`config.mk`:
```
export PLATFORM = sky130hd
export DESIGN_NAME = jpack_top
export DESIGN_NICKNAME = d
export VERILOG_FILES = /design/src/logic/jpack_ctl_pkg.sv /design/src/logic/jpack_bus_pkg.sv /design/src/logic/jpack_req_if.sv /design/src/logic/jpack_top.sv /design/src/logic/jpack_out_gen.sv /design/src/logic/jpack_snoop_queue.sv /design/src/logic/jpack_req_merge.sv /design/src/logic/jpack_fatal_lane.sv /design/src/logic/jpack_fatal_src.sv
export VERILOG_INCLUDE_DIRS = /design/src /design/src/logic
export SDC_FILE = /design/constraint.sdc
export NUM_CORES = 1
export LEC_CHECK = 0
export ABC_AREA = 1
export BUFFER_PORTS_ARGS = -buffer_cell sky130_fd_sc_hd__buf_4
export CAP_MARGIN = 25
export CELL_PAD_IN_SITES_DETAIL_PLACEMENT = 0
export CELL_PAD_IN_SITES_GLOBAL_PLACEMENT = 1
export CORE_UTILIZATION = 39
export DETAILED_ROUTE_END_ITERATION = 7
export HOLD_SLACK_MARGIN = 0.15
export PLACE_DENSITY_LB_ADDON = 0.1
export RECOVER_POWER = 25
export SLEW_MARGIN = 10
export SYNTH_ARGS = -nofsm -noshare
export SYNTH_HDL_FRONTEND = slang
export SYNTH_HIERARCHICAL = 1
export SYNTH_SLANG_ARGS = --single-unit
```
`constraint.sdc`:
```
create_clock -name clk -period 2.4 [get_ports clk]
set_input_delay 0.72 -clock clk [delete_from_list [all_inputs] [get_ports clk]]
set_output_delay 0.72 -clock clk [all_outputs]
set_load 0.01 [all_outputs]
```
`src/logic/jpack_defs.svh`:
```
// Sizing constants for the J_PACK packet-out generator.
// The generator state machine is written for a four-cycle fatal burst;
// changing JPACK_FATAL_LEN alone does not lengthen it.
`ifndef JPACK_DEFS_SVH
`define JPACK_DEFS_SVH

// Number of cache banks that may request a fatal DOK burst.
`define JPACK_NUM_BANK 4

// Width of the pending snoop acknowledgement counter.
// Holds at most 2**W - 1 outstanding acknowledgements.
`define JPACK_SNOOP_W 4

// Consecutive DOK_ON cycles that signal a fatal error.
`define JPACK_FATAL_LEN 4

`endif
```
`src/logic/jpack_ctl_pkg.sv`:
```
// Internal control types of the J_PACK generator.
// The state encoding assumes a four-cycle fatal burst.
`include "jpack_defs.svh"

package jpack_ctl_pkg;

  // Generator states.
  // FATAL2..FATAL4 hold off all requests while DOK_ON repeats.
  typedef enum logic [1:0] {
    IDLE   = 2'h0,
    FATAL2 = 2'h1,
    FATAL3 = 2'h2,
    FATAL4 = 2'h3
  } gen_state_t;

  // One request bit per cache bank.
  typedef logic [`JPACK_NUM_BANK-1:0] bank_req_t;

endpackage

```
`src/logic/jpack_bus_pkg.sv`:
```
// External J_PACK bus encoding.
// Codes are 3 bits; unused encodings are never driven.
package jpack_bus_pkg;

  // Code driven on each J_PACK lane every cycle.
  // IDLE is sent whenever nothing else is pending.
  typedef enum logic [2:0] {
    IDLE    = 3'h0,
    AOK_OFF = 3'h1,
    AOK_ON  = 3'h2,
    DOK_OFF = 3'h3,
    DOK_ON  = 3'h4,
    COHACK  = 3'h5
  } jpack_code_t;

endpackage

```
`src/logic/jpack_req_if.sv`:
```
// Request strobes from the merge block to the generator.
// All signals are one-cycle strobes with no handshake.
`timescale 1ns/1ns

interface jpack_req_if;

  // Flow control requests.
  logic aok_off;
  logic dok_off;
  logic aok_on;
  logic dok_on;

  // Fatal request, already gated and combined.
  logic fatal;

  // Driving side.
  modport src (
    output aok_off, dok_off, aok_on, dok_on, fatal
  );

  // Receiving side.
  modport dst (
    input aok_off, dok_off, aok_on, dok_on, fatal
  );

endinterface

```
`src/logic/jpack_top.sv`:
```
// J_PACK packet-out generator top level.
// Single clock domain; tx_en_early only paces bank fatal release.
// Both output lanes carry the same code, enables are always on.
`timescale 1ns/1ns
`include "jpack_defs.svh"

module jpack_top (
  input  logic                       clk,
  input  logic                       rst,
  input  logic                       snp_launch,
  input  logic                       aok_off,
  input  logic                       aok_on,
  input  logic                       dok_off,
  input  logic                       dok_on,
  input  logic                       csr_fatal,
  input  jpack_ctl_pkg::bank_req_t   bank_req,
  input  logic                       fe_enb,
  input  logic                       tx_en_early,
  output jpack_bus_pkg::jpack_code_t j_pack0,
  output logic                       j_pack0_en,
  output jpack_bus_pkg::jpack_code_t j_pack1,
  output logic                       j_pack1_en
);

  // Bank fatal path.
  jpack_ctl_pkg::bank_req_t   new_req;
  logic                       tx_en;
  logic [`JPACK_NUM_BANK-1:0] fatal_pulse;

  // Snoop queue handshake.
  logic pending;
  logic dequeue;

  // Generator output.
  jpack_bus_pkg::jpack_code_t j_pack;

  jpack_req_if req_if ();

  jpack_fatal_src fatal_src_i (
    .clk         (clk),
    .rst         (rst),
    .bank_req    (bank_req),
    .tx_en_early (tx_en_early),
    .new_req     (new_req),
    .tx_en       (tx_en)
  );

  // One catcher per bank.
  for (genvar i = 0; i < `JPACK_NUM_BANK; i++) begin : g_lane
    jpack_fatal_lane fatal_lane_i (
      .clk         (clk),
      .rst         (rst),
      .tx_en       (tx_en),
      .new_req     (new_req[i]),
      .fatal_pulse (fatal_pulse[i])
    );
  end

  jpack_req_merge req_merge_i (
    .clk         (clk),
    .rst         (rst),
    .fatal_pulse (fatal_pulse),
    .csr_fatal   (csr_fatal),
    .fe_enb      (fe_enb),
    .aok_off     (aok_off),
    .aok_on      (aok_on),
    .dok_off     (dok_off),
    .dok_on      (dok_on),
    .req         (req_if.src)
  );

  jpack_snoop_queue snoop_queue_i (
    .clk     (clk),
    .rst     (rst),
    .enqueue (snp_launch),
    .dequeue (dequeue),
    .pending (pending)
  );

  jpack_out_gen out_gen_i (
    .clk     (clk),
    .rst     (rst),
    .req     (req_if.dst),
    .pending (pending),
    .dequeue (dequeue),
    .j_pack  (j_pack)
  );

  // Mirrored lanes.
  assign j_pack0    = j_pack;
  assign j_pack1    = j_pack;
  assign j_pack0_en = 1'b1;
  assign j_pack1_en = 1'b1;

endmodule

```
`src/logic/jpack_out_gen.sv`:
```
// J_PACK code generator.
// One code per cycle, chosen by fixed priority and registered.
// Requests seen while a fatal burst is running are dropped.
`timescale 1ns/1ns

module jpack_out_gen (
  input  logic                     clk,
  input  logic                     rst,
  jpack_req_if.dst                 req,
  input  logic                     pending,
  output logic                     dequeue,
  output jpack_bus_pkg::jpack_code_t j_pack
);

  // Current and next generator state.
  jpack_ctl_pkg::gen_state_t state;
  jpack_ctl_pkg::gen_state_t next_state;

  // Code to register for the next cycle.
  jpack_bus_pkg::jpack_code_t next_code;

  // Next-state and output decode.
  // Priority: fatal, aok_off, dok_off, aok_on, dok_on, cohack.
  always_comb begin
    next_state = state;
    next_code  = jpack_bus_pkg::IDLE;
    dequeue    = 1'b0;
    case (state)
      jpack_ctl_pkg::IDLE: begin
        if (req.fatal) begin
          // First of the DOK_ON burst.
          next_state = jpack_ctl_pkg::FATAL2;
          next_code  = jpack_bus_pkg::DOK_ON;
        end else if (req.aok_off) begin
          next_code = jpack_bus_pkg::AOK_OFF;
        end else if (req.dok_off) begin
          next_code = jpack_bus_pkg::DOK_OFF;
        end else if (req.aok_on) begin
          next_code = jpack_bus_pkg::AOK_ON;
        end else if (req.dok_on) begin
          next_code = jpack_bus_pkg::DOK_ON;
        end else if (pending) begin
          // Lowest priority, pop one acknowledgement.
          next_code = jpack_bus_pkg::COHACK;
          dequeue   = 1'b1;
        end
      end
      // Rest of the burst, inputs ignored.
      jpack_ctl_pkg::FATAL2: begin
        next_state = jpack_ctl_pkg::FATAL3;
        next_code  = jpack_bus_pkg::DOK_ON;
      end
      jpack_ctl_pkg::FATAL3: begin
        next_state = jpack_ctl_pkg::FATAL4;
        next_code  = jpack_bus_pkg::DOK_ON;
      end
      jpack_ctl_pkg::FATAL4: begin
        next_state = jpack_ctl_pkg::IDLE;
        next_code  = jpack_bus_pkg::DOK_ON;
      end
      default: begin
        next_state = jpack_ctl_pkg::IDLE;
      end
    endcase
  end

  // State register.
  always_ff @(posedge clk) begin
    if (rst) begin
      state <= jpack_ctl_pkg::IDLE;
    end else begin
      state <= next_state;
    end
  end

  // Output register, IDLE out of reset.
  always_ff @(posedge clk) begin
    if (rst) begin
      j_pack <= jpack_bus_pkg::IDLE;
    end else begin
      j_pack <= next_code;
    end
  end

endmodule

```
`src/logic/jpack_snoop_queue.sv`:
```
// Count of snoop launches still waiting for a COHACK.
// Saturates at full; a launch at full count is dropped.
// Enqueue and dequeue in the same cycle leave the count unchanged.
`timescale 1ns/1ns
`include "jpack_defs.svh"

module jpack_snoop_queue (
  input  logic clk,
  input  logic rst,
  input  logic enqueue,
  input  logic dequeue,
  output logic pending
);

  // Outstanding acknowledgements.
  logic [`JPACK_SNOOP_W-1:0] count;

  // Count limits.
  logic full;
  logic empty;

  assign full  = &count;
  assign empty = (count == '0);

  // Up/down counter.
  // Both at once is a no-op.
  always_ff @(posedge clk) begin
    if (rst) begin
      count <= '0;
    end else if (enqueue && !dequeue && !full) begin
      count <= count + 1'b1;
    end else if (dequeue && !enqueue && !empty) begin
      count <= count - 1'b1;
    end
  end

  // Head of queue valid.
  assign pending = !empty;

endmodule

```
`src/logic/jpack_req_merge.sv`:
```
// Collects all request sources into the generator's request interface.
// Bank pulses count only while fe_enb is set; CSR fatal is never gated.
// fe_enb is a static configuration bit and is sampled once per cycle.
`timescale 1ns/1ns
`include "jpack_defs.svh"

module jpack_req_merge (
  input  logic                       clk,
  input  logic                       rst,
  input  logic [`JPACK_NUM_BANK-1:0] fatal_pulse,
  input  logic                       csr_fatal,
  input  logic                       fe_enb,
  input  logic                       aok_off,
  input  logic                       aok_on,
  input  logic                       dok_off,
  input  logic                       dok_on,
  jpack_req_if.src                   req
);

  // Registered copy of the fatal enable.
  logic fe_enb_q;

  // Any bank asking for fatal this cycle.
  logic bank_fatal;

  // Configuration bit, off out of reset.
  always_ff @(posedge clk) begin
    if (rst) begin
      fe_enb_q <= 1'b0;
    end else begin
      fe_enb_q <= fe_enb;
    end
  end

  assign bank_fatal = |fatal_pulse;

  // Fatal only needs a pulse, the generator always sees it when idle.
  assign req.fatal = csr_fatal | (bank_fatal & fe_enb_q);

  // Flow control goes straight through.
  assign req.aok_off = aok_off;
  assign req.dok_off = dok_off;
  assign req.aok_on  = aok_on;
  assign req.dok_on  = dok_on;

endmodule

```
`src/logic/jpack_fatal_lane.sv`:
```
// Pulse catcher for one bank's fatal request.
// The request is held until the next tx_en, then released as one pulse.
// A new request in the same cycle as tx_en is kept for the next tx_en.
`timescale 1ns/1ns

module jpack_fatal_lane (
  input  logic clk,
  input  logic rst,
  input  logic tx_en,
  input  logic new_req,
  output logic fatal_pulse
);

  // Catcher, set by a new request.
  logic caught;

  // Holding stage, loaded on tx_en.
  logic held;

  // Set wins over clear.
  // Cleared once tx_en has moved it on.
  always_ff @(posedge clk) begin
    if (rst) begin
      caught <= 1'b0;
    end else if (new_req) begin
      caught <= 1'b1;
    end else if (tx_en) begin
      caught <= 1'b0;
    end
  end

  // Copy the catcher on tx_en only; otherwise no pulse.
  always_ff @(posedge clk) begin
    if (rst) begin
      held <= 1'b0;
    end else begin
      held <= tx_en & caught;
    end
  end

  // One cycle after a capture that found the catcher set.
  assign fatal_pulse = held;

endmodule

```
`src/logic/jpack_fatal_src.sv`:
```
// Front end of the bank fatal path.
// Bank requests are sampled on clk; only rising edges produce a request.
// tx_en is tx_en_early delayed by one cycle.
`timescale 1ns/1ns

module jpack_fatal_src (
  input  logic                    clk,
  input  logic                    rst,
  input  jpack_ctl_pkg::bank_req_t bank_req,
  input  logic                    tx_en_early,
  output jpack_ctl_pkg::bank_req_t new_req,
  output logic                    tx_en
);

  // Last sampled request level, for edge detection.
  jpack_ctl_pkg::bank_req_t bank_prev;

  // Rising edge detect per bank, registered.
  // A bank held high produces a single pulse.
  always_ff @(posedge clk) begin
    if (rst) begin
      bank_prev <= '0;
      new_req   <= '0;
    end else begin
      bank_prev <= bank_req;
      new_req   <= bank_req & ~bank_prev;
    end
  end

  // Last stage of the transmit enable distribution.
  always_ff @(posedge clk) begin
    if (rst) begin
      tx_en <= 1'b0;
    end else begin
      tx_en <= tx_en_early;
    end
  end

endmodule

```
==> impl_metrics.tcl, run 1 <==
set metrics [dict create \
    status "complete, no violations" \
    grt_start_max_net_pins 17 \
    antenna_found_initial 0 \
    start_kind "flop" \
    path_class "flop to flop" \
    hold_buffers 0 \
    synth_edf_count 0 \
    ys_async_sr_fraction_pct 0 \
    cts_tree "yes" \
    vdd_drop_max_mv 0.309 \
    finalNetCount 200 \
    area_growth_pct 12.6 \
    cts_resized 0 \
    detail_route.iter0.violations 36 \
    dieWidth_um 58.5 \
    setup_violations 0 \
    r2r_slack_ps 290 \
    cts_buffers 3 \
    crit_path_top_delay_cell "dfxtp_1" \
    max_stage_delay_ps 470 \
    h-tree-depth 1 \
    rsz0062_at_grt "false" \
    max_slew_margin_pct 50.8 \
    pin_count 22 \
    drive_gt1_share_pct 18.5 \
    hold_class "flop to flop" \
    fmax_mhz 474 \
    powerDensity_nw_per_um2 695 \
    gp_congestion 0.789 \
    hold_ws_ps 394 \
    synthesis.instances 163 \
    fill_cells 326 \
    dp.final_hpwl_mm 1.48 \
    insertion_delay_ps 310 \
    rows 20 \
    p_total_uw 974 \
    synth_cell_types 24 \
    antenna_cells 0 \
    wl_per_cell_um 8.32 \
    required_ps 2620 \
    finalMaxSlewViolations 0 \
    cap_violations 0 \
    cts.reportedPaths.clkPinSlew_ps 130 \
    drcViolationCount 0 \
    start_util_pct 40.8 \
    leakagePower_uw 0.000742 \
    multiInputGateArea_sq_um 520 \
    crit_family "simple AND/OR/NAND/NOR gates" \
    num_vias 931 \
    instances_no_fill 222 \
    clock_path_buffers 2 \
    yosys_warnings 6 \
    grt_pass1_vias 836 \
    critPathMaxFanout 6 \
    first_pass_iters 3 \
    cts_root_buf "clkbuf_4" \
    grt_use_total_pct 12.8 \
    cts_sinks 27 \
    post_cts_buffers 0 \
    ys.flop_type "dfxtp_1" \
    overflow 0 \
    period_share_pct 87.8 \
    grt_pass1_wl_mm 3.35 \
    core_area_sq_um 3050 \
    postRouteAntennaNets 0 \
    die_h_um 58.5 \
    dp_slack_ps -34.3 \
    syn-cell-area_sq_um 1240 \
    path_cells "nor2_1 -> nand2_1 -> nand3_1 -> nor3b_2 -> nor2_2 -> o21ai_4 -> ha_1 -> nand3_1 -> nand3_1 -> nand2_1 -> nand3_2 -> nor2_1 -> nor2_1" \
    placed_cells 218 \
    worst-path-buf-inv 0 \
    syn_avg_cell_area_sq_um 7.64 \
    dieArea_sq_um 3420 \
    ys_seq_area_share_pct 43.4 \
    ys_seq_elements 27 \
    finalWorstSetupSlack_ps 292 \
    numPortBuffers 19 \
    wl_mm 1.85 \
    finalCriticalPeriod_ps 2110 \
    crit_path_end_kind "flop" \
    cp.arrival_ps 2330 \
    fin_worst_skew_ps 3.58 \
    register_area_sq_um 541 \
    vias_per_cell 4.19 \
    worst_pin_slew_ps 738 \
    hold_viol 0 \
]
[cell families (layout without fill, tap and decap cells)]
logic type / after synthesis / count (layout) / share of synthesized area (%)
compound gates: 10 / 10 / 5.83
buf+inv: 41 / 55 / 15.1
xor+xnor: 1 / 1 / 0.704
other cells: 1 / 2 / 0.301
simple gates: 76 / 76 / 27.0
flops: 27 / 27 / 43.4
fa+ha+maj: 7 / 7 / 7.64
[worst paths after layout]
path | depth (start not counted) | startpoint | endpoint
max reg2reg | 13 | snoop_queue_i/count[1] | snoop_queue_i/count[3]
min reg2reg | 1 | fatal_src_i/bank_prev[1] | fatal_src_i/new_req[1]
max | 13 | snoop_queue_i/count[1] | snoop_queue_i/count[3]
min | 1 | fatal_src_i/bank_prev[1] | fatal_src_i/new_req[1]
[metal layers]
layer,share of wire (%),GRT usage (%)
met5,0,0
met4,1.7,6.12
met3,4.2,2.86
met2,47,21.5
met1,47,15.6
[cell usage after synthesis (2+ instances only)]
library cell	count	area [sq um]
a21oi_1	3	15.0
buf_4	9	67.6
dfxtp_1	27	541
ha_1	6	75.1
inv_1	30	113
inv_2	2	7.51
nand2_1	31	116
nand2_2	2	12.5
nand3_1	9	45.0
nor2_1	27	101
nor2_2	2	12.5
o21ai_0	3	15.0
[report_power, final]
group / internal [uW] / switching, uW / leakage (uW)
Combinational: 115 / 141 / 0.000504
Sequential: 495 / 34.9 / 0.000223
Clock: 64.8 / 124 / 0.0000150
[stage by stage]
stage / util, % / cell area (sq um) / setup TNS, ps
6_report: 45.9 / 1400 / 0
5_1_grt: 45.9 / 1400 / 0
4_1_cts: 46.0 / 1410 / 0
3_5_place_dp: 45.2 / 1380 / -34.3
3_3_place_gp: 45.2 / 1380 / 0
2_1_floorplan: - / 1250 / 0
[cell usage in the layout (no fill, tap or decap)]
master / Yosys / final
o21ai_4: 1 / 1
a211oi_2: 1 / 1
buf_4: 9 / 18
nor2_1: 27 / 27
inv_2: 2 / 1
ha_1: 6 / 6
a21oi_2: 1 / 1
nor2_2: 2 / 2
nand3_1: 9 / 9
clkbuf_4: 0 / 3
nor3b_2: 1 / 1
clkbuf_1: 0 / 2
dfxtp_1: 27 / 27
nand2_4: 1 / 1
nand3_2: 1 / 1
nor3_2: 1 / 1
o21ai_0: 3 / 3
nand2_1: 31 / 31
xnor2_1: 1 / 1
nand2_2: 2 / 2
a21oi_1: 3 / 3
o21ai_1: 1 / 1
conb_1: 1 / 2
fa_1: 1 / 1
inv_1: 30 / 31
nor3_1: 1 / 1
[registers in the layout, summed over array words and instances, names as in the netlist]
signal / count
fatal_src_i/bank_prev: 4
fatal_src_i/new_req: 4
g_lane.fatal_lane_i/caught: 4
g_lane.fatal_lane_i/fatal_pulse: 4
snoop_queue_i/count: 4
out_gen_i/j_pack: 3
out_gen_i/state: 2
fatal_src_i/tx_en: 1
req_merge_i/fe_enb_q: 1
[worst register-to-register path, cell delays in order (launching register included)]
cell	delay, ps
dfxtp_1	470
nor2_1	80
nand2_1	100
nand3_1	120
nor3b_2	220
nor2_2	90
o21ai_4	110
ha_1	310
nand3_1	110
nand3_1	80
nand2_1	100
nand3_2	80
nor2_1	90
nor2_1	50
[cell type report]
class / instances / area share, %
flip-flops and latches: 27 / 38.6
inverters: 32 / 8.57
clock buffers: 4 / 1.88
well taps: 44 / 3.93
repair buffers: 19 / 9.91
multi-input cells: 96 / 37.1
No activity file was read; power rests on OpenSTA's default activity.
==> run 2, diff against run 1 <==
CORE_UTILIZATION = 35   (was 39)
RECOVER_POWER = unset   (was 25)
clock period = 1.9 ns   (was 2.4 ns; I/O delays follow)
==> run 2 against run 1 <==
The flow now finishes with violations (negative setup slack). Hold slack lost 2.9 ps. Power grew 44%. Clock power grew 34%. Sequential share of layout area shrank 5.2 points. Fmax grew 8.0%. Clock skew shrank 1.2 ps. Critical endpoint is now snoop_queue_i/count[2]. First-iteration DRC count shrank 42%. Flip-flop and latch count is the same. Non-clock buffer count grew 21. Critical path type unchanged. Via count grew 4.2%.
==> impl_metrics.tcl, run 2 (synthesis results as in run 1) <==
set metrics [dict create \
    status "complete, but fails checks" \
    violations "negative setup slack" \
    detail_route.iter0.violations 21 \
    crit_path_end_kind "flop" \
    clockPowerShare_pct 18.1 \
    vias_per_cell 3.96 \
    post_dp_cell_area_sq_um 1490 \
    cap_violations 0 \
    grt_use_met1_pct 12.6 \
    grt_start_max_net_pins 17 \
    rows 21 \
    pin_count 22 \
    cp.arrival_ps 2220 \
    vdd_drop_max_mv 0.405 \
    wl_mm 2.08 \
    gp_congestion 0.798 \
    mostFrequentLayoutCells "buf_4 (40), nand2_1 (30), inv_1 (28)" \
    num_vias 970 \
    antenna_cells 0 \
    fmax_mhz 512 \
    leakagePower_uw 0.000855 \
    pwr-share-comb_pct 35.1 \
    die_h_um 61.6 \
    drcViolationCount 0 \
    use_met3_pct 4.20 \
    overflow 0 \
    path_class "flop to flop" \
    cts.reportedPaths.clkPinSlew_ps 150 \
    start_util_pct 37.0 \
    start_kind "flop" \
    cts_tree "yes" \
    required_ps 2160 \
    grt_use_met2_pct 21.5 \
    finalNetCount 221 \
    finalCriticalPeriod_ps 1950 \
    wl_per_cell_um 8.50 \
    setup_violations 3 \
    clock_path_buffers 2 \
    numPortBuffers 19 \
    seq_power_share_pct 46.8 \
    final_common_cell "buf_4" \
    powerDensity_nw_per_um2 860 \
    fill_cells 345 \
    critPathMaxFanout 5 \
    cts_sinks 27 \
    first_pass_iters 2 \
    cts_root_buf "clkbuf_4" \
    grt_pass1_wl_mm 3.27 \
    grt_busiest_layer "met2" \
    grt_use_total_pct 11.9 \
    dieWidth_um 61.6 \
    grt_pass1_vias 823 \
    period_share_pct 103 \
    h-tree-depth 1 \
    insertion_delay_ps 320 \
    postRouteAntennaNets 0 \
    finalWorstSetupSlack_ps -52.5 \
    rsz0062_at_grt "true" \
    core_area_sq_um 3360 \
    fin_worst_skew_ps 2.39 \
    switchingPower_uw 436 \
    postLayoutCellArea_sq_um 1630 \
    fin_util_pct 48.5 \
    area_growth_pct 31.0 \
    drive_gt1_share_pct 35.2 \
    hold_ws_ps 391 \
    finalMaxSlewViolations 0 \
    hold_class "flop to flop" \
    hold_viol 0 \
    switching_share_pct 31.1 \
    cts_buffers 3 \
    r2r_slack_ps -50 \
    hold_buffers 0 \
    dp.final_hpwl_mm 1.54 \
    dieArea_sq_um 3800 \
    intPower_uw 967 \
    antenna_found_initial 0 \
]
-- run 2: cell types whose count changed in the layout (fill, tap and decap cells not counted), sizes merged --
cell,before,now
clkbuf,5,3
clkinvlp,0,1
buf,18,40
-- run 2: critical path, stage by stage (launching register included) --
cell and delay, ps:
dfxtp_2 360, inv_1 50, ha_2 190, nand2_2 100
nor3b_4 50, nor2_2 140, o21ai_4 120, buf_4 150
fa_1 370, xnor2_1 150, a211oi_2 210
-- run 2: layer usage --
| metal | wire, um | vias to the layer above | part of all wire, % |
|---|---|---|---|
| met3 | 93 | 2 | 4.5 |
| met1 | 916 | 399 | 44 |
| met5 | 0 | - | 0 |
| met2 | 1060 | 22 | 51 |
| met4 | 13 | 0 | 0.62 |
| li1 | - | 547 | - |
-- run 2: area by class of cell --
class	count	area, sq um	share of cell area [%]
timing repair buffer	40	300	18.4
tap	46	57.6	3.53
multi-input combinational	96	578	35.5
inverter	32	120	7.37
clock inverter	1	7.51	0.460
sequential	27	544	33.4
clock buffer	3	22.5	1.38
-- run 2: per-stage QoR --
| step | total power [uW] | setup TNS, ps | std cells | setup WS [ps] |
|---|---|---|---|---|
| floorplan | 930 | -132 | 164 | -105 |
| global placement | 1090 | -714 | 232 | -287 |
| detailed placement | 1100 | -870 | 232 | -353 |
| CTS | 1390 | -364 | 239 | -144 |
| global route | 1520 | -575 | 245 | -209 |
| finish | 1400 | -119 | 245 | -52.5 |
-- run 2: worst paths after layout --
check,startpoint,end,depth (start not counted)
worst max-delay path,out_gen_i/state[0],snoop_queue_i/count[2],10
worst min-delay path,fatal_src_i/bank_prev[1],fatal_src_i/new_req[1],1
worst max register to register,out_gen_i/state[0],snoop_queue_i/count[2],10
worst min register to register,fatal_src_i/bank_prev[1],fatal_src_i/new_req[1],1
-- run 2: what timing repair did --
action,in CTS,in global routing
pin swaps,10,5
buffers inserted,3,6
setup endpoints to repair,3,3
endpoints found under the hold margin,0,0
gates resized for setup,4,6
-- run 2: power groups by stage --
stage               combinational (uW)  clock [uW]  sequential [uW]
floorplan                          251           0              679
global placement                   422           0              663
detailed placement                 432           0              665
global route                       555         299              665
CTS                                463         274              652
finish                             492         254              657
==> run 3, diff against run 2 <==
BUFFER_PORTS_ARGS = unset   (was -buffer_cell sky130_fd_sc_hd__buf_4)
CAP_MARGIN = 20   (was 25)
CORE_UTILIZATION = 40   (was 35)
DONT_BUFFER_PORTS = 1   (was unset)
==> run 3 against run 2 <==
The flow finishes with violations (design-rule violations, negative setup slack). Cell count shrank 16%. Highest routed layer unchanged. Critical path depth grew 3. Power is 6.4% lower.
==> impl_metrics.tcl, run 3 (synthesis results as in run 1) <==
set metrics [dict create \
    cts_root_buf "clkbuf_4" \
    rr_startpoint "g_lane[2].fatal_lane_i/fatal_pulse" \
    finalMaxSlewViolations 0 \
    die_h_um 57.8 \
    met1_length_um 923 \
    finalWorstSetupSlack_ps -118 \
    crit_path_end_kind "flop" \
    dieWidth_um 57.8 \
    hold_viol 0 \
    cts_tree "yes" \
    dieArea_sq_um 3340 \
    fin_worst_skew_ps 5.50 \
    vdd_drop_max_mv 0.369 \
    holdCritStartpoint "rst" \
    pin_count 22 \
    rsz0062_at_grt "true" \
    startpoint "g_lane[2].fatal_lane_i/fatal_pulse" \
    grt_pass1_wl_mm 3.35 \
    finalCriticalPeriod_ps 2020 \
    r2r_slack_ps -120 \
    first_pass_iters 6 \
    dr_wl_met3_um 83 \
    clock_path_buffers 2 \
    core_area_sq_um 2850 \
    rows 19 \
    start_util_pct 43.6 \
    path_cells "nor2_2 -> nand2_1 -> nand2_1 -> nand2_1 -> inv_1 -> nand2_2 -> nor3b_2 -> nor2_2 -> o21ai_4 -> buf_4 -> fa_2 -> a21oi_1 -> nor2_1" \
    h-tree-depth 1 \
    instances_no_fill 205 \
    cap_violations 0 \
    violations "design-rule violations, negative setup slack" \
    postRouteAntennaNets 0 \
    wl_met2_um 980 \
    cts_buffers 3 \
    top_layer "met4" \
    finalNetCount 196 \
    critPathMaxFanout 5 \
    crit_family "simple AND/OR/NAND/NOR gates" \
    grt_start_max_net_pins 17 \
    worst-path-buf-inv 2 \
    antenna_found_initial 0 \
    num_vias 937 \
    area_growth_pct 15.7 \
    cts_sinks 27 \
    numPortBuffers 0 \
    mostFrequentLayoutCells "nand2_1 (29), inv_1 (27), nor2_1 (26)" \
    drcViolationCount 3 \
    grt_pass1_vias 851 \
    overflow 0 \
    detail_route.iter0.violations 22 \
    wl_mm 2.00 \
    insertion_delay_ps 310 \
    grt_use_total_pct 13.0 \
    period_share_pct 106 \
    hold_class "input pin to flop" \
    cp_common_cell "nand2_1" \
    wl_per_cell_um 9.77 \
    cp.arrival_ps 2240 \
    max_stage_delay_ps 420 \
    final_common_cell "nand2_1" \
    vias_per_cell 4.57 \
    path_class "flop to flop" \
    gp_congestion 0.822 \
    setup_violations 3 \
    antenna_cells 0 \
    dp.final_hpwl_mm 1.49 \
    placed_cells 196 \
    drive_gt1_share_pct 27.6 \
    cts.reportedPaths.clkPinSlew_ps 140 \
    start_kind "flop" \
    crit_path_top_delay_cell "fa_2" \
    hold_ws_ps 296 \
    required_ps 2120 \
    powerDensity_nw_per_um2 911 \
    fmax_mhz 495 \
    leakagePower_uw 0.000739 \
    status "complete, but fails checks" \
    hold_buffers 0 \
]
[run 3: what timing repair did]
item                                    4_1_cts  5_1_grt
setup buffers                                 2        3
pin swaps                                     3       10
resized for setup                             1       14
endpoints found under the setup margin        2        4
[run 3: stage by stage]
step                instance area (sq um)  total power (uW)  TNS, ps  worst slack (ps)  utilization (%)
floorplan                            1280               930     -132              -105                -
global placement                     1320              1000     -174              -117             46.2
detailed placement                   1320              1010     -345              -201             46.2
CTS                                  1360              1270     -161              -119             47.8
global route                         1440              1410     -740              -278             50.5
finish                               1440              1310     -287              -118             50.5
[run 3: final cells by class]
type	count	area (sq um)
clock buffer	4	26.3
fill	294	1410
inverter	32	120
multi-input combinational	96	598
sequential	27	544
tap	31	38.8
timing repair buffer	15	113
[run 3: layer usage]
| layer | global-route usage (%) | up-vias |
|---|---|---|
| met3 | 2.46 | 2 |
| met1 | 15.8 | 416 |
| met4 | 6.12 | 0 |
| met5 | 0 | - |
| li1 | - | 501 |
| met2 | 22.3 | 18 |
[run 3: worst paths after layout]
| path | endpoint | cells past startpoint |
|---|---|---|
| setup / recovery | snoop_queue_i/count[1] | 13 |
| hold reg to reg | fatal_src_i/new_req[0] | 1 |
| setup reg to reg | snoop_queue_i/count[1] | 13 |
| hold / removal | g_lane[2].fatal_lane_i/fatal_pulse | 1 |
[run 3: power by group]
group	total (uW)	internal (uW)	switching [uW]
clock network	238	81.9	156
logic	407	196	211
registers	668	629	39.1
total	1310	906	406
